[config.mk]
export PLATFORM = sky130hd
export DESIGN_NAME = mem_stage
export DESIGN_NICKNAME = d
export VERILOG_FILES = /design/src/hw/cpu_pkg.sv /design/src/hw/dmem_pkg.sv /design/src/hw/mem_stage.sv
export VERILOG_INCLUDE_DIRS = /design/src /design/src/hw
export SDC_FILE = /design/constraint.sdc
export NUM_CORES = 1
export LEC_CHECK = 0
export BUFFER_PORTS_ARGS = -buffer_cell sky130_fd_sc_hd__clkbuf_2
export CORE_AREA = 2 2 142 144
export DETAILED_ROUTE_END_ITERATION = 12
export DIE_AREA = 0 0 144 146
export HOLD_SLACK_MARGIN = 0.03
export SETUP_SLACK_MARGIN = 0.1
export SYNTH_ARGS = -nofsm -noshare
export SYNTH_HDL_FRONTEND = slang
export SYNTH_SLANG_ARGS = --single-unit
[constraint.sdc]
create_clock -name clk -period 17.7 [get_ports clk]
set_clock_uncertainty 0.1 [all_clocks]
set_input_delay 3.54 -clock clk [delete_from_list [all_inputs] [get_ports clk]]
set_output_delay 3.54 -clock clk [all_outputs]
set_load 0.01 [all_outputs]
[src/hw/cpu_mem_config.svh]
`ifndef CPU_MEM_CONFIG_SVH
`define CPU_MEM_CONFIG_SVH

// Data and address width
`define XLEN 32

// Data RAM depth in words, a power of two
`define DMEM_WORDS 256

// Word index width into the data RAM
`define DMEM_ADDR_BITS $clog2(`DMEM_WORDS)

`endif

[src/hw/cpu_pkg.sv]
package cpu_pkg;

	// Source of the value written back to the register file
	typedef enum logic [2:0] {
		SEL_ALU	= 3'd0,
		SEL_MEM	= 3'd1,
		SEL_CSR	= 3'd2,
		SEL_PC4	= 3'd3
	} wb_src_t;

	// Load and store opcodes
	typedef enum logic [2:0] {
		MEM_LB	= 3'd0,
		MEM_LH	= 3'd1,
		MEM_LW	= 3'd2,
		MEM_LBU	= 3'd3,
		MEM_LHU	= 3'd4,
		MEM_SB	= 3'd5,
		MEM_SH	= 3'd6,
		MEM_SW	= 3'd7
	} mem_op_t;

	typedef enum logic [1:0] {
		CSR_NONE	= 2'd0,
		CSR_RW		= 2'd1,
		CSR_RS		= 2'd2,
		CSR_RC		= 2'd3
	} csr_op_t;

	// Access fault on the data bus
	localparam logic [31:0] CAUSE_DMEM_BUS_ERROR = 32'h0000_0005;

endpackage

[src/hw/dmem_pkg.sv]
package dmem_pkg;

	// Response code on the read and write response channels
	typedef enum logic [1:0] {
		RESP_OKAY	= 2'b00,
		RESP_EXOKAY	= 2'b01,
		RESP_SLVERR	= 2'b10,
		RESP_DECERR	= 2'b11
	} resp_t;

	// One enable per byte lane of a write
	typedef logic [3:0] strb_t;

endpackage

[src/hw/mem_stage.sv]
`timescale 1ns/1ps
`include "cpu_mem_config.svh"

module mem_stage
	import cpu_pkg::*, dmem_pkg::*;
(
	input	logic				clk,
	input	logic				reset,

	input	logic				valid_in,
	output	logic				ready_out,
	output	logic				flush_out,
	output	logic				valid_out,
	input	logic				ready_in,
	input	logic				flush_in,
	input	logic				exc_taken_csr,

	input	logic	[`XLEN-1:0]	pc_ex,
	input	logic				rd_wena_ex,
	input	logic	[5:0]		rd_addr_ex,
	input	logic	[`XLEN-1:0]	rd_data_ex,
	input	logic	[11:0]		csr_addr_ex,
	input	logic				csr_rena_ex,
	input	logic				csr_wena_ex,
	input	logic	[`XLEN-1:0]	csr_wdata_ex,
	input	wb_src_t			wb_src_ex,
	input	mem_op_t			mem_op_ex,
	input	csr_op_t			csr_op_ex,
	input	logic				exc_pend_ex,
	input	logic	[31:0]		exc_cause_ex,

	input	logic	[1:0]		araddr_low,	// Byte offset of the load
	input	logic	[`XLEN-1:0]	rdata,
	input	resp_t				rresp,
	input	logic				rvalid,
	output	logic				rready,
	input	resp_t				bresp,
	input	logic				bvalid,
	output	logic				bready,

	output	logic	[`XLEN-1:0]	pc_mem,
	output	logic				rd_wena_mem,
	output	logic	[5:0]		rd_addr_mem,
	output	logic	[`XLEN-1:0]	rd_data_mem,
	output	logic	[11:0]		csr_addr_mem,
	output	logic				csr_rena_mem,
	output	logic				csr_wena_mem,
	output	logic	[`XLEN-1:0]	csr_wdata_mem,
	output	wb_src_t			wb_src_mem,
	output	csr_op_t			csr_op_mem,
	output	logic				exc_pend_mem,
	output	logic	[31:0]		exc_cause_mem
);

	logic				stall;
	logic				accept;
	logic				drain;
	logic				is_mem;		// Memory access that went out on the bus
	logic				mem_err;
	logic	[`XLEN-1:0]	rdata_aligned;
	logic	[`XLEN-1:0]	rdata_ext;

	assign is_mem		= wb_src_ex == SEL_MEM && !exc_pend_ex;
	assign mem_err		= is_mem && (rd_wena_ex ? rresp != RESP_OKAY : bresp != RESP_OKAY);

	// Hold while an exception or CSR access sits in MEM or the response is missing
	assign stall		= exc_pend_mem || csr_wena_mem || csr_rena_mem ||
						  (is_mem && (rd_wena_ex ? !rvalid : !bvalid));

	assign ready_out	= ready_in && !stall;
	assign flush_out	= flush_in || exc_taken_csr;
	assign accept		= valid_in && ready_out && !flush_out;
	assign drain		= valid_out && ready_in;

	assign rready		= is_mem &&  rd_wena_ex && valid_in && ready_out;
	assign bready		= is_mem && !rd_wena_ex && valid_in && ready_out;

	assign rdata_aligned	= rdata >> (8 * araddr_low);

	always_comb begin
		case (mem_op_ex)
		MEM_LB:		rdata_ext = {{24{rdata_aligned[7]}}, rdata_aligned[7:0]};
		MEM_LBU:	rdata_ext = {24'h000000, rdata_aligned[7:0]};
		MEM_LH:		rdata_ext = {{16{rdata_aligned[15]}}, rdata_aligned[15:0]};
		MEM_LHU:	rdata_ext = {16'h0000, rdata_aligned[15:0]};
		default:	rdata_ext = rdata_aligned;
		endcase
	end

	// Control part of the MEM/WB register
	always_ff @(posedge clk, posedge reset) begin
		if (reset) begin
			valid_out		<= 1'b0;
			rd_wena_mem		<= 1'b0;
			csr_rena_mem	<= 1'b0;
			csr_wena_mem	<= 1'b0;
			exc_pend_mem	<= 1'b0;
		end
		else if (flush_in) begin
			valid_out		<= 1'b0;
			rd_wena_mem		<= 1'b0;
			csr_rena_mem	<= 1'b0;
			csr_wena_mem	<= 1'b0;
			exc_pend_mem	<= 1'b0;
		end
		else if (accept) begin
			valid_out		<= 1'b1;
			rd_wena_mem		<= rd_wena_ex;
			csr_rena_mem	<= csr_rena_ex;
			csr_wena_mem	<= csr_wena_ex;
			exc_pend_mem	<= exc_pend_ex || mem_err;
		end
		else if (drain) begin
			valid_out		<= 1'b0;
			rd_wena_mem		<= 1'b0;
			csr_rena_mem	<= 1'b0;
			csr_wena_mem	<= 1'b0;
			exc_pend_mem	<= 1'b0;
		end
	end

	// Data part, qualified by valid_out
	always_ff @(posedge clk) begin
		if (accept) begin
			pc_mem			<= pc_ex;
			rd_addr_mem		<= rd_addr_ex;
			csr_addr_mem	<= csr_addr_ex;
			csr_wdata_mem	<= csr_wdata_ex;
			wb_src_mem		<= wb_src_ex;
			csr_op_mem		<= csr_op_ex;

			// Faulting load keeps the execute value
			if (is_mem && rd_wena_ex && !mem_err)
				rd_data_mem	<= rdata_ext;
			else
				rd_data_mem	<= rd_data_ex;

			exc_cause_mem	<= mem_err ? CAUSE_DMEM_BUS_ERROR : exc_cause_ex;
		end
	end

endmodule

* After elaboration in Yosys (flattened, before gate mapping)
Index checks and enable logic that the tools add are counted.
** Word-level totals
- Flip-flop bits (word level) :: 156
- Output and inout port bits :: 160
- Input bits :: 204
- Word-level logic and storage cells :: 63
** Cells by class
- Shifts and indexed selects :: 1
- Reduce and logical (&&, ||, !) cells :: 30
- Muxes and demuxes :: 15
- Eq/ne operators :: 4
** Operators with widths (count)
- one-hot mux 32 bit (4 select lines) :: 1
- two-way mux 32 bit :: 1
- right shift 32 x 5 -> 32 bit :: 1
- logical AND 1 bit :: 14
- two-way mux 1 bit :: 13
- zero test 1 bit :: 7
- equality test 3 x 1 -> 1 bit (second input constant) :: 2
- logical OR 1 bit :: 5
- nonzero test 2 bit :: 2
- equality test 3 x 2 -> 1 bit (second input constant) :: 1
- equality test 3 bit (second input constant) :: 1
- zero test 3 bit :: 1
- nonzero test 3 bit :: 1

* Depth between registers and ports, before layout
- Word-level depth :: 10
- Gate-level depth with buffers :: 6
- Mapped depth without buffers :: 4

* Worst setup path after synthesis
No wires, ideal clock.
- Path kind :: input-to-reg
- Start :: input ready_in
- End :: register exc_pend_mem
- Setup time :: 478 ps
- Buffers on the path :: 0
- Required time :: 17122 ps
- Data arrival time :: 12850 ps
- Slack :: 4272 ps
- Stages :: 3
- Cell sequence :: or4b_1 -> nor4_2 -> mux2i_1
** Between the ends
- Cells in the longest elaborated chain, start to end :: 5
- Elaborated cells on any way between the ends :: 7
- Classes of those cells :: 2 x mux; 5 x reduce/logical
** RTL lines
- start: declaration :: RTL line mem_stage.sv:14 : input logic ready_in,
- logical AND 1 bit (*) :: RTL line mem_stage.sv:70 : assign ready_out = ready_in && !stall;
- logical AND 1 bit (*) (2 in series) :: RTL line mem_stage.sv:72 : assign accept = valid_in && ready_out && !flush_out;
- named net accept :: RTL line mem_stage.sv:56 : logic accept;
- two-way mux 1 bit :: RTL line mem_stage.sv:106 : else if (accept) begin
- two-way mux 1 bit :: RTL line mem_stage.sv:99 : else if (flush_in) begin
- end signal: assignment :: RTL line mem_stage.sv:111 : exc_pend_mem <= exc_pend_ex || mem_err;
- end: declaration :: RTL line mem_stage.sv:51 : output logic exc_pend_mem,
Mark *: on every way through the listed nets, which the timed path passes. The rest lies on a longest branch.
A chain may end at the register's enable or synchronous reset.

* Worst setup path after layout
- Start :: input wb_src_ex[1]
- End :: output rready
** Between the ends
- Cells in the longest elaborated chain, start to end :: 7
- Elaborated cells on any way between the ends :: 9
- Classes of those cells :: 1 x eq/ne; 8 x reduce/logical
** RTL lines
- start: declaration :: RTL line mem_stage.sv:26 : input wb_src_t wb_src_ex,
- equality test 3 x 1 -> 1 bit (*) :: RTL line mem_stage.sv:63 : assign is_mem = wb_src_ex == SEL_MEM && !exc_pend_ex;
- logical AND 1 bit (*) :: RTL line mem_stage.sv:63
- logical AND 1 bit :: RTL line mem_stage.sv:68 : (is_mem && (rd_wena_ex ? !rvalid : !bvalid));
- logical OR 1 bit :: RTL line mem_stage.sv:67 : assign stall = exc_pend_mem || csr_wena_mem || csr_rena_mem ||
- zero test 1 bit :: RTL line mem_stage.sv:70
- logical AND 1 bit :: RTL line mem_stage.sv:70
- logical AND 1 bit (*) :: RTL line mem_stage.sv:75 : assign rready = is_mem && rd_wena_ex && valid_in && ready_out;
- end: declaration :: RTL line mem_stage.sv:36 : output logic rready,
Every way passes the cells marked *; elsewhere a longest branch is shown, timed or not.

==> impl_metrics.py <==
metrics = {
    "clocking": {
        "cts-root-buf": "clkbuf_16",
        "clock_latency_ps": 410,
        "clk_pin_slew_ps": 70,
        "cts.path.max_buffers": 2,
        "h-tree-depth": 4,
        "tritoncts": "done",
        "ctsResizeCount": 0,
        "numCtsBuffers": 17,
        "cts_hold_buf": 0,
        "cts_sinks": 156,
        "cts_setup_buffers": 0,
    },
    "place": {
        "dp_hpwl_mm": 13.21,
        "port_buffers": 363,
        "gp_congestion": 0.8450,
    },
    "synth": {
        "seq_area_frac_synth_pct": 77.70,
        "syn_avg_cell_area_um2": 16.57,
        "yosys_warnings": 0,
        "async_flop_share_pct": 3.205,
        "ys_types": 35,
        "synth_nets": 566,
        "ys_seq_elements": 156,
        "syn_inst": 362,
        "synth_area_um2": 5997,
        "ys.flop_type": "edfxtp_1",
        "synth_edf_count": 151,
    },
    "global_route": {
        "grt-ovfl-total": 0,
        "grt_pass1_wl_mm": 24.67,
        "antenna_found_initial": 0,
        "grt_max_degree": 87,
        "track_usage_pct": 15.73,
        "grt_pass1_vias": 4431,
    },
    "routing": {
        "num_vias": 4409,
        "drtIter0Drc": 209,
        "drc": 0,
        "detail_route.first_pass.iterations": 4,
        "wl_per_cell_um": 16.91,
        "ant_nets": 0,
        "vias_per_cell": 4.365,
        "wirelength_mm": 17.08,
    },
    "finish": {
        "multiInputGateArea_um2": 1270,
        "area_delta_synth_final_pct": 44.54,
        "finalCoreUtilization_pct": 44.83,
        "antenna_cells": 0,
        "fin_nets": 936,
        "fill_cells": 1831,
        "seq_area_um2": 4659,
        "drive_gt1_share_pct": 55.84,
    },
    "die": {
        "start_util_pct": 31.02,
        "ioPinCount": 364,
        "rows": 51,
        "core_area_um2": 19330,
        "die-area_um2": 21020,
        "die_w_um": 144,
        "die_h_um": 146,
    },
    "critical_path": {
        "crit_path_max_fanout": 4,
        "crit_arrival_ps": 4810,
        "end_kind": "primary output",
        "cp.required_ps": 14060,
        "criticalPathCategory": "primary input to primary output",
        "worstSetupStartpointType": "primary input",
    },
    "timing": {
        "timing.final.crit_share_pct": 47.72,
        "maxSlewViolCount": 0,
        "timing.slew.headroom_pct": 25.31,
        "rsz0062_at_grt": "false",
        "setup_viol": 0,
        "tightest_slew_ps": 1120,
        "min_period_ps": 8446,
        "fmax_mhz": 118.4,
        "hold_viol_final": 0,
        "fin_tns_setup_ps": 0,
    },
    "hold_path": {
        "hold_class": "flip-flop to flip-flop",
    },
    "status": {
        "status": "finished clean",
    },
    "power": {
        "power_density_nw_per_um2": 94.61,
        "peakVddDrop_v": 0.00005691,
        "p_leak_uw": 0.003713,
    },
    "run": {
        "drv_cap": 0,
    },
}
-- final timing paths --
kind	startpoint	to	slack [ps]	cells after the start
worst max register to register	csr_wena_mem	exc_cause_mem[15]	14180	4
worst min-delay path	valid_out	valid_out	410	1
worst max-delay path	wb_src_ex[1]	rready	9250	5
max in group asynchronous	reset	exc_pend_mem	14450	2
worst min register to register	valid_out	valid_out	410	1
min in group asynchronous	reset	valid_out	2890	2
-- flip-flops by register name, indices dropped and copies added, names as in the netlist --
| register | flops |
|---|---|
| exc_pend_mem | 1 |
| csr_addr_mem | 12 |
| rd_data_mem | 32 |
| pc_mem | 32 |
| csr_wdata_mem | 32 |
| exc_cause_mem | 32 |
| csr_op_mem | 2 |
| wb_src_mem | 3 |
| rd_wena_mem | 1 |
| csr_rena_mem | 1 |
| csr_wena_mem | 1 |
| rd_addr_mem | 6 |
| valid_out | 1 |
-- area by class of cell --
| type | count | share of cell area [%] |
|---|---|---|
| inverters | 3 | 0.1299 |
| multi-input cells | 188 | 14.65 |
| flip-flops and latches | 156 | 53.75 |
| well taps | 265 | 3.825 |
| clock buffers | 18 | 4.951 |
| repair buffers | 366 | 21.22 |
| clock inverters | 14 | 1.472 |
-- placed cells by master, fill, tap and decap left out, types with 3 or more instances in the layout --
master / n
a211oi_1: 7
mux2i_1: 19
inv_1: 3
nor2b_1: 38
clkinv_4: 3
dfrtp_1: 5
buf_4: 3
edfxtp_1: 151
or2_2: 4
o2bb2ai_1: 7
o22a_1: 8
nor2_1: 29
clkinvlp_4: 3
a21oi_1: 24
clkbuf_16: 17
nand2_1: 20
nand2b_1: 3
clkbuf_2: 363
inv_6: 4
mux2_2: 8
-- critical path, cell delays in order --
cell and delay [ps]:
clkbuf_2 100, nor4b_1 750, nand2_1 160, nor2_1 120, clkbuf_2 140
-- synth_stat cells, types with 2 or more instances --
cell type | count | area share (%)
or4b_1 | 2 | 0.33
mux2_2 | 8 | 1.5
buf_1 | 3 | 0.19
o22a_1 | 8 | 1.2
nor3_1 | 2 | 0.17
edfxtp_1 | 151 | 76
clkbuf_1 | 8 | 0.50
nor2_1 | 30 | 1.9
buf_2 | 3 | 0.25
a211oi_1 | 7 | 0.88
or2_2 | 4 | 0.42
mux2i_1 | 19 | 3.2
a21oi_1 | 24 | 2.0
a22o_1 | 2 | 0.29
nand2_1 | 20 | 1.3
nor2b_1 | 38 | 4.0
nand2b_1 | 3 | 0.31
o2bb2ai_1 | 7 | 1.0
inv_1 | 3 | 0.19
dfrtp_1 | 5 | 2.1
-- kinds of logic (layout without fill, tap and decap cells) --
family	after synthesis	count (layout)	synth area share [%]
AND/OR/NAND/NOR	104	104	9.055
buffers and inverters	18	401	1.314
multiplexers	28	28	5.049
AO/OA/AOI/OAI	55	55	6.739
XOR/XNOR	1	1	0.1461
flip-flops	156	156	77.70
-- metrics by stage --
step	worst slack [ps]	area [um^2]	hold slack (ps)	cells	total power, uW
6_report	9254	8668	413.8	1010	820.1
4_1_cts	9195	8668	414.5	1010	832.4
3_5_place_dp	9198	8112	398.9	978	487.8
5_1_grt	9096	8668	448.9	1010	851.0
3_3_place_gp	9193	8112	405.9	978	486.6
2_1_floorplan	4272	5997	437.1	362	453.4
-- metal layers --
| metal | track usage, % | wire, um |
|---|---|---|
| met1 | 17.69 | 6582 |
| met2 | 27.90 | 8843 |
| met3 | 4.475 | 1239 |
| met4 | 6.176 | 419 |
| met5 | 0 | 0 |
-- where the power goes --
group / internal (uW) / switching, uW / total (uW)
clock network: 185 / 157 / 341
logic: 31.4 / 31.7 / 63.1
registers: 414 / 2.05 / 416
total: 630 / 190 / 820
Power figures use the tool's default switching activity.
