==> config.mk <==
export PLATFORM = sky130hd
export DESIGN_NAME = mem_issue
export DESIGN_NICKNAME = d
export VERILOG_FILES = /design/src/hw/cpu_pkg.sv /design/src/hw/dmem_pkg.sv /design/src/hw/mem_issue.sv
export VERILOG_INCLUDE_DIRS = /design/src /design/src/hw
export SDC_FILE = /design/constraint.sdc
export NUM_CORES = 1
export LEC_CHECK = 0
export BUFFER_PORTS_ARGS = -buffer_cell sky130_fd_sc_hd__buf_4
export CAP_MARGIN = 0
export CORE_ASPECT_RATIO = 0.6
export CORE_MARGIN = 2
export CORE_UTILIZATION = 30
export CTS_CLUSTER_DIAMETER = 60
export DETAILED_ROUTE_END_ITERATION = 8
export PLACE_DENSITY = 0.83
export SYNTH_ARGS = -nofsm -noshare
export SYNTH_HDL_FRONTEND = slang
export SYNTH_SLANG_ARGS = --single-unit
==> constraint.sdc <==
create_clock -name clk -period 1.2 [get_ports clk]
set_clock_uncertainty 0.15 [all_clocks]
set_input_delay 0.18 -clock clk [delete_from_list [all_inputs] [get_ports clk]]
set_output_delay 0.18 -clock clk [all_outputs]
set_load 0.02 [all_outputs]
==> src/hw/cpu_mem_config.svh <==
`ifndef CPU_MEM_CONFIG_SVH
`define CPU_MEM_CONFIG_SVH

// Data and address width
`define XLEN 32

// Data RAM depth in words, a power of two
`define DMEM_WORDS 256

// Word index width into the data RAM
`define DMEM_ADDR_BITS $clog2(`DMEM_WORDS)

`endif

==> src/hw/cpu_pkg.sv <==
package cpu_pkg;

	// Source of the value written back to the register file
	typedef enum logic [2:0] {
		SEL_ALU	= 3'd0,
		SEL_MEM	= 3'd1,
		SEL_CSR	= 3'd2,
		SEL_PC4	= 3'd3
	} wb_src_t;

	// Load and store opcodes
	typedef enum logic [2:0] {
		MEM_LB	= 3'd0,
		MEM_LH	= 3'd1,
		MEM_LW	= 3'd2,
		MEM_LBU	= 3'd3,
		MEM_LHU	= 3'd4,
		MEM_SB	= 3'd5,
		MEM_SH	= 3'd6,
		MEM_SW	= 3'd7
	} mem_op_t;

	typedef enum logic [1:0] {
		CSR_NONE	= 2'd0,
		CSR_RW		= 2'd1,
		CSR_RS		= 2'd2,
		CSR_RC		= 2'd3
	} csr_op_t;

	// Access fault on the data bus
	localparam logic [31:0] CAUSE_DMEM_BUS_ERROR = 32'h0000_0005;

endpackage

==> src/hw/dmem_pkg.sv <==
package dmem_pkg;

	// Response code on the read and write response channels
	typedef enum logic [1:0] {
		RESP_OKAY	= 2'b00,
		RESP_EXOKAY	= 2'b01,
		RESP_SLVERR	= 2'b10,
		RESP_DECERR	= 2'b11
	} resp_t;

	// One enable per byte lane of a write
	typedef logic [3:0] strb_t;

endpackage

==> src/hw/mem_issue.sv <==
`timescale 1ns/1ps
`include "cpu_mem_config.svh"

module mem_issue
	import cpu_pkg::*, dmem_pkg::*;
(
	input	logic				clk,
	input	logic				reset,

	input	logic				valid_in,
	input	logic				ready_out,
	input	logic				flush_out,

	input	wb_src_t			wb_src_ex,
	input	mem_op_t			mem_op_ex,
	input	logic				rd_wena_ex,
	input	logic				exc_pend_ex,
	input	logic	[`XLEN-1:0]	mem_addr_ex,
	input	logic	[`XLEN-1:0]	store_data_ex,

	output	logic				arvalid,
	input	logic				arready,
	output	logic	[`XLEN-1:0]	araddr,
	output	logic				awvalid,
	input	logic				awready,
	output	logic	[`XLEN-1:0]	awaddr,
	output	logic	[`XLEN-1:0]	wdata,
	output	strb_t				wstrb
);

	logic			sent;		// Request of the current instruction already done
	logic			mem_req;
	logic			accept;
	logic	[1:0]	byte_off;

	assign byte_off	= mem_addr_ex[1:0];
	assign accept	= valid_in && ready_out && !flush_out;
	assign mem_req	= valid_in && wb_src_ex == SEL_MEM && !exc_pend_ex && !flush_out && !sent;

	assign arvalid	= mem_req && rd_wena_ex;	// Loads write rd
	assign awvalid	= mem_req && !rd_wena_ex;
	assign araddr	= mem_addr_ex;
	assign awaddr	= mem_addr_ex;
	assign wdata	= store_data_ex << (8 * byte_off);	// Move data onto its byte lanes

	always_comb begin
		case (mem_op_ex)
		MEM_SB:		wstrb = 4'b0001 << byte_off;
		MEM_SH:		wstrb = 4'b0011 << byte_off;
		MEM_SW:		wstrb = 4'b1111;
		default:	wstrb = 4'b0000;
		endcase
	end

	// Held until the stage takes the instruction
	always_ff @(posedge clk, posedge reset) begin
		if (reset)
			sent <= 1'b0;
		else if (accept || flush_out)
			sent <= 1'b0;
		else if ((arvalid && arready) || (awvalid && awready))
			sent <= 1'b1;
	end

endmodule

== Word level (Yosys, flattened, before mapping) ==
Index checks and enable logic that the tools add are counted.

* Equal/unequal tests: 4
* Shift operators: 3
* Mux-type cells: 3
* Reductions and logical operators: 17

{| class="wikitable"
|+ Operators by type and width
! kind !! count
|-
| << shifter 32 x 5 -> 32 bit || 1
|-
| case mux 4 bit (3 select lines) || 1
|-
| logical AND 1 bit || 10
|-
| == test 3 bit (second input constant) || 3
|-
| logical NOT 1 bit || 4
|-
| << shifter 1 x 2 -> 4 bit (first input constant) || 1
|-
| << shifter 2 x 2 -> 4 bit (first input constant) || 1
|-
| == test 3 x 1 -> 1 bit (second input constant) || 1
|-
| logical OR 1 bit || 2
|-
| 2-to-1 mux 1 bit || 2
|-
| nonzero test 2 bit || 1
|}

* Register bits after elaboration: 1

== Logic depth before layout (Yosys ltp) ==
Gate-level depths: netlist of the first run.

* Word-level depth: 10
* Depth in mapped cells: 5
* Mapped depth without buffers: 3

== Worst setup path after synthesis of the first run ==
No wires, ideal clock.

* Path type: input -> output
* Start point: input wb_src_ex[2]
* End point: output awvalid
* Path buffers: 0
* Arrival: 1045 ps
* Path slack: -175 ps
* Cell stages on the path: 3
* Cell sequence: nor4b_2 -> nand3b_1 -> nor3_1

* Cells in the longest elaborated chain, start to end: 6

{| class="wikitable"
|+ RTL lines
! element !! line !! source
|-
| start, declared || mem_issue.sv:14 || <nowiki>input wb_src_t wb_src_ex,</nowiki>
|-
| == test 3 x 1 -> 1 bit || mem_issue.sv:38 || <nowiki>assign mem_req = valid_in && wb_src_ex == SEL_MEM && !exc_pend_ex && !flush_out && !sent;</nowiki>
|-
| logical AND 1 bit (4 in a row) || mem_issue.sv:38 ||
|-
| logical AND 1 bit || mem_issue.sv:41 || <nowiki>assign awvalid = mem_req && !rd_wena_ex;</nowiki>
|-
| end, declared || mem_issue.sv:24 || <nowiki>output logic awvalid,</nowiki>
|}

No other way between the ends.

== Worst setup path after layout of the first run ==
* Start point: input wb_src_ex[2]
* End point: output arvalid

* Cells in the longest elaborated chain, start to end: 6

{| class="wikitable"
|+ RTL lines
! element !! line !! source
|-
| == test 3 x 1 -> 1 bit || mem_issue.sv:38 ||
|-
| logical AND 1 bit (4 in a row) || mem_issue.sv:38 ||
|-
| logical AND 1 bit || mem_issue.sv:40 || <nowiki>assign arvalid = mem_req && rd_wena_ex;</nowiki>
|-
| end, declared || mem_issue.sv:21 || <nowiki>output logic arvalid,</nowiki>
|}

No other way between the ends.

==> results of run 1 <==
[synthesized netlist by cell type, types with 2 or more instances]
cell      number
a211oi_1       6
a211oi_2       2
a21boi_1       3
a21oi_1        9
and2_1         8
buf_12         2
buf_4         64
buf_6          5
inv_1          2
mux2i_1       17
nand2_1        9
nand3_1        2
nor2_1         8
nor2b_1        7
o21ai_0        2
o21ai_1       10
[per-stage QoR]
| step | hold WS (ns) | util, % | power (mW) | cells | TNS, ns |
|---|---|---|---|---|---|
| after floorplan | -0.241 | - | 0.720 | 171 | -0.106 |
| after global placement | -0.125 | 41.3 | 0.751 | 261 | -5.54 |
| after detailed placement | -0.118 | 41.3 | 0.759 | 261 | -5.87 |
| after CTS | 0.210 | 55.3 | 1.01 | 273 | -2.65 |
| after global routing | 0.210 | 59.0 | 1.14 | 276 | -3.81 |
| final | 0.210 | 59.0 | 1.09 | 276 | -2.63 |
[worst max-delay path, delay by kind of cell]
| kind | cells | cell delay (ns) |
|---|---|---|
| and+or+nand+nor | 3 | 0.70 |
| buffers and inverters | 2 | 0.23 |
[what timing repair did]
item	CTS	global route
endpoints found under the hold margin	1	0
endpoints found under the setup margin	38	39
hold buffers	1	0
pin swaps	25	18
setup buffers	6	3
gates cloned	6	1
gates resized for setup	94	31
[report_power, final]
part	leakage, nW	switching, mW	internal (mW)	total (mW)
logic	1.01	0.474	0.579	1.05
registers	0.0140	0.000200	0.0345	0.0347
clock network	0	0	0	0
[layout make-up]
type	instances	share of cell area (%)
timing repair buffer	117	51.4
tap	60	3.10
inverter	3	0.673
multi-input combinational	95	43.8
sequential	1	1.03
[cells by family (layout without fill, tap and decap cells)]
family                 after synthesis  count (layout)  share of synthesized area (%)
AO/OA/AOI/OAI                       35              35                           17.9
buffers and inverters               76             120                           46.9
flip-flops                           1               1                           1.96
multiplexers                        17              17                           13.4
AND/OR/NAND/NOR                     42              43                           19.9
[layer usage]
layer,global-route usage (%),vias to the layer above
met2,32.7,76
met5,0,-
met1,20.3,621
met3,7.54,2
li1,-,605
met4,2.53,0
[path summary, 6_finish.rpt]
check                           startpoint         end  depth (start not counted)
max in group asynchronous            reset        sent                          3
min in group asynchronous            reset        sent                          3
min                        mem_addr_ex[30]  araddr[30]                          0
max reg2reg                           sent        sent                          3
max                           wb_src_ex[2]     arvalid                          5
min reg2reg                           sent        sent                          2
==> impl_metrics.py, run 1 <==
metrics = {
    "worst_setup_path": {
        "worstPathCellList": "buf_6 > nor4b_4 > nand3b_1 > nor3b_4 > buf_6",
        "cpMostUsedCell": "buf_6",
        "start_kind": "input port",
        "regToRegSetupSlack_ns": 0.07,
        "path_max_fanout": 3,
        "cp.arrival_ns": 1.10,
        "critPathKind": "input port to primary output",
        "cp_slowest_cell": "nor4b_4",
        "cpPeakStageDelay_ns": 0.25,
        "end_kind": "primary output",
        "cp.required_ns": 0.87,
    },
    "cells_and_area": {
        "nFillCells": 344,
        "ff_latch_area_sq_um": 25.0,
        "nets": 297,
        "reg.largest.list": "sent: 1 flops",
        "diodes": 0,
        "area_growth_pct": 89.9,
        "final_common_cell": "buf_4",
        "drive_above_1_share_pct": 92.6,
        "design_area_sq_um": 2420,
        "multi_input_comb_area_sq_um": 1060,
        "regMostFlops": "sent",
        "largest_register_ffs": 1,
        "final_cell_mix": "buf_4 (60), buf_6 (42), o21ai_2 (12), mux2i_4 (11)",
    },
    "yosys": {
        "ys_seq_area_share_pct": 1.96,
        "yosysWarnings": 0,
        "synth_top_area_cell": "buf_4",
        "synthTopCellsByArea": "buf_4 (38%), mux2i_1 (13%), buf_6 (4.4%), and2_1 (3.9%), o21ai_1 (3.9%)",
        "synthCells": 171,
        "syn_area_sq_um": 1270,
        "async_flop_share_pct": 100,
        "synth_area_per_cell_sq_um": 7.45,
        "syn_nets": 250,
        "synthFlopType": "dfrtp_1",
        "synth_edf_count": 0,
        "synth_top_area_share_pct": 37.7,
        "synth_seq_cells": 1,
        "synthDistinctLibCells": 31,
    },
    "hold_path": {
        "min_path_type": "input port to primary output",
    },
    "sta": {
        "rsz0062_at_grt": "yes",
        "finalMaxSlewViolations": 0,
        "tightest_slew_ns": 0.238,
        "min_period_over_period_pct": 119,
        "setup_slack_ns": -0.232,
        "slew_headroom_pct": 84.1,
        "min_period_ns": 1.43,
        "finalHoldViolCount": 0,
        "setup_viol": 35,
        "max_freq_mhz": 698,
    },
    "pwr": {
        "peakVddDrop_uv": 193,
        "powerDensity_nw_per_um2": 450,
        "leakage_nw": 1.03,
    },
    "floorplan": {
        "die_x_um": 88.1,
        "die_area_sq_um": 4800,
        "fp.dieH_um": 54.5,
        "start_util_pct": 31.1,
        "boundaryPins": 181,
        "rows": 18,
        "core_area_sq_um": 4100,
    },
    "clock_tree": {
        "clk_latency_ns": 0,
    },
    "route": {
        "viasPerCell": 4.72,
        "wl_met2_um": 2350,
        "drtIter0Drc": 11,
        "dr.pass1.iters": 3,
        "post-route-drc-count": 0,
        "dr_wl_met3_um": 420,
        "wl_met1_um": 1870,
        "ant_nets": 0,
        "num_vias": 1304,
        "highest_layer": "met4",
        "wl_per_cell_um": 16.8,
        "wl_um": 4650,
    },
    "place": {
        "gp_congestion": 0.699,
        "preCtsSetupSlack_ns": -0.268,
        "port_buffers": 90,
        "hpwl_um": 2780,
        "placed_area_sq_um": 1690,
    },
    "run_status": {
        "violations": "negative setup slack",
        "status": "finished with violations",
    },
    "global_route": {
        "antenna_found_initial": 0,
        "grt_overflow": 0,
        "grt_max_degree": 17,
        "grt_pass1_wl_um": 6540,
        "grt_usage_pct": 17.9,
        "first_global_vias": 1257,
    },
    "run": {
        "cap_violations": 0,
    },
}
Note: power is estimated with default switching activity, not from simulation.
==> run 2, diff against run 1 <==
--- a/config.mk
+++ b/config.mk
@@ -6,14 +6,14 @@
 export SDC_FILE = /design/constraint.sdc
 export NUM_CORES = 1
 export LEC_CHECK = 0
-export BUFFER_PORTS_ARGS = -buffer_cell sky130_fd_sc_hd__buf_4
 export CAP_MARGIN = 0
 export CORE_ASPECT_RATIO = 0.6
 export CORE_MARGIN = 2
 export CORE_UTILIZATION = 30
 export CTS_CLUSTER_DIAMETER = 60
 export DETAILED_ROUTE_END_ITERATION = 8
-export PLACE_DENSITY = 0.83
+export DONT_BUFFER_PORTS = 1
+export PLACE_DENSITY = 0.47
 export SYNTH_ARGS = -nofsm -noshare
 export SYNTH_HDL_FRONTEND = slang
 export SYNTH_SLANG_ARGS = --single-unit
==> impl_metrics.py, run 2 (synthesis gave the netlist of run 1 again) <==
metrics = {
    "sta": {
        "holdWs_ns": 0.210,
        "min_period_over_period_pct": 108,
        "finalMaxSlewViolations": 0,
        "setup_viol": 2,
        "min_period_ns": 1.30,
        "rsz0062_at_grt": "yes",
        "max_freq_mhz": 771,
        "finalHoldViolCount": 0,
        "setup_slack_ns": -0.0975,
        "slew_headroom_pct": 80.8,
        "tightest_slew_ns": 0.280,
    },
    "global_route": {
        "first_global_vias": 716,
        "grt_usage_pct": 9.44,
        "grt_max_degree": 41,
        "grt_overflow": 0,
        "grt_pass1_wl_um": 3660,
        "antenna_found_initial": 0,
    },
    "cells_and_area": {
        "final_cell_mix": "mux2i_1 (17), a21oi_2 (9), o21ai_2 (9), nand2_1 (9)",
        "reg.largest.list": "sent: 1 flops",
        "design_area_sq_um": 922,
        "final_common_cell": "mux2i_1",
        "multi_input_comb_area_sq_um": 763,
        "diodes": 0,
        "drive_above_1_share_pct": 41.3,
        "regMostFlops": "sent",
        "largest_register_ffs": 1,
        "area_growth_pct": -27.6,
        "nFillCells": 465,
        "ff_latch_area_sq_um": 25.0,
        "nets": 185,
    },
    "worst_setup_path": {
        "cp.required_ns": 0.87,
        "path_buf_inv": 0,
        "worstPathCellList": "nor4b_4 > nand3b_1 > nor3b_4",
        "cp_top_family": "simple AND/OR/NAND/NOR gates",
        "cp_slowest_cell": "nor3b_4",
        "critPathKind": "input port to primary output",
        "path_max_fanout": 3,
        "cp.arrival_ns": 0.97,
        "end_kind": "primary output",
        "cpPeakStageDelay_ns": 0.34,
        "start_kind": "input port",
    },
    "floorplan": {
        "core_area_sq_um": 4100,
        "rows": 18,
        "die_x_um": 88.1,
        "boundaryPins": 181,
        "start_util_pct": 31.1,
        "fp.dieH_um": 54.5,
        "die_area_sq_um": 4800,
    },
    "route": {
        "post-route-drc-count": 0,
        "num_vias": 818,
        "wl_per_cell_um": 16.9,
        "dr.pass1.iters": 4,
        "drtIter0Drc": 39,
        "wl_um": 2780,
        "viasPerCell": 4.99,
        "ant_nets": 0,
    },
    "pwr": {
        "powerDensity_nw_per_um2": 401,
        "peakVddDrop_uv": 82.0,
        "leakage_nw": 0.332,
    },
    "place": {
        "hpwl_um": 2150,
        "port_buffers": 0,
        "gp_congestion": 0.665,
        "placed_area_sq_um": 901,
    },
    "run_status": {
        "violations": "negative setup slack",
        "status": "finished with violations",
    },
    "run": {
        "cap_violations": 0,
    },
    "hold_path": {
        "min_path_type": "input port to primary output",
    },
    "clock_tree": {
        "clk_latency_ns": 0,
    },
}
[run 2: changes by cell type in the layout (fill, tap and decap cells not counted), sizes merged]
cell,change
and2b,-1
clkinv,-1
clkbuf,-1
buf,-110
inv,+1
[run 2: per-layer routing]
layer / vias up / global-route usage (%) / part of all wire, %
li1: 374 / - / -
met1: 381 / 11.1 / 36
met2: 38 / 16.7 / 51
met3: 25 / 2.11 / 9.5
met4: 0 / 4.55 / 3.7
met5: - / 0 / 0
[run 2: final timing paths]
| kind | cells after the start | start | to | slack (ns) |
|---|---|---|---|---|
| setup / recovery | 3 | wb_src_ex[2] | arvalid | -0.1 |
| hold / removal | 0 | mem_addr_ex[21] | araddr[21] | 0.21 |
| setup reg to reg | 3 | sent | sent | 0.03 |
| hold reg to reg | 2 | sent | sent | 0.48 |
| max in group asynchronous | 2 | reset | sent | 0.47 |
| min in group asynchronous | 2 | reset | sent | 0.33 |
[run 2: what timing repair did]
action                                 CTS  global route
pin swaps                                0             1
endpoints found under the hold margin    1             0
setup buffers                            1             0
hold buffers                             1             0
resized for setup                        0             1
setup endpoints to repair                2             3
[run 2: cell type report]
class	count	area share, %
multi-input cells	94	82.8
well taps	60	8.14
repair buffers	6	5.16
flip-flops and latches	1	2.71
inverters	3	1.22
[run 2: worst register-to-register path: stages (launching register included)]
cell and delay [ns]:
dfrtp_1 0.40, inv_1 0.10, a221o_1 0.34, a21oi_2 0.11
[run 2: power breakdown]
| part | internal (mW) | switching (mW) | total [mW] |
|---|---|---|---|
| registers | 0.0345 | 0.000187 | 0.0346 |
| clock network | 0 | 0 | 0 |
| logic | 0.121 | 0.215 | 0.335 |
[run 2: per-stage QoR]
step | util [%] | power, mW | std cells | worst slack (ns) | TNS [ns]
5_1_grt | 22.5 | 0.392 | 164 | -0.161 | -0.315
3_5_place_dp | 22.0 | 0.369 | 162 | -0.0823 | -0.136
2_1_floorplan | - | 0.720 | 171 | -0.0485 | -0.106
6_report | 22.5 | 0.370 | 164 | -0.0975 | -0.168
3_3_place_gp | 22.0 | 0.365 | 162 | -0.0696 | -0.108
4_1_cts | 22.4 | 0.373 | 164 | -0.0803 | -0.132
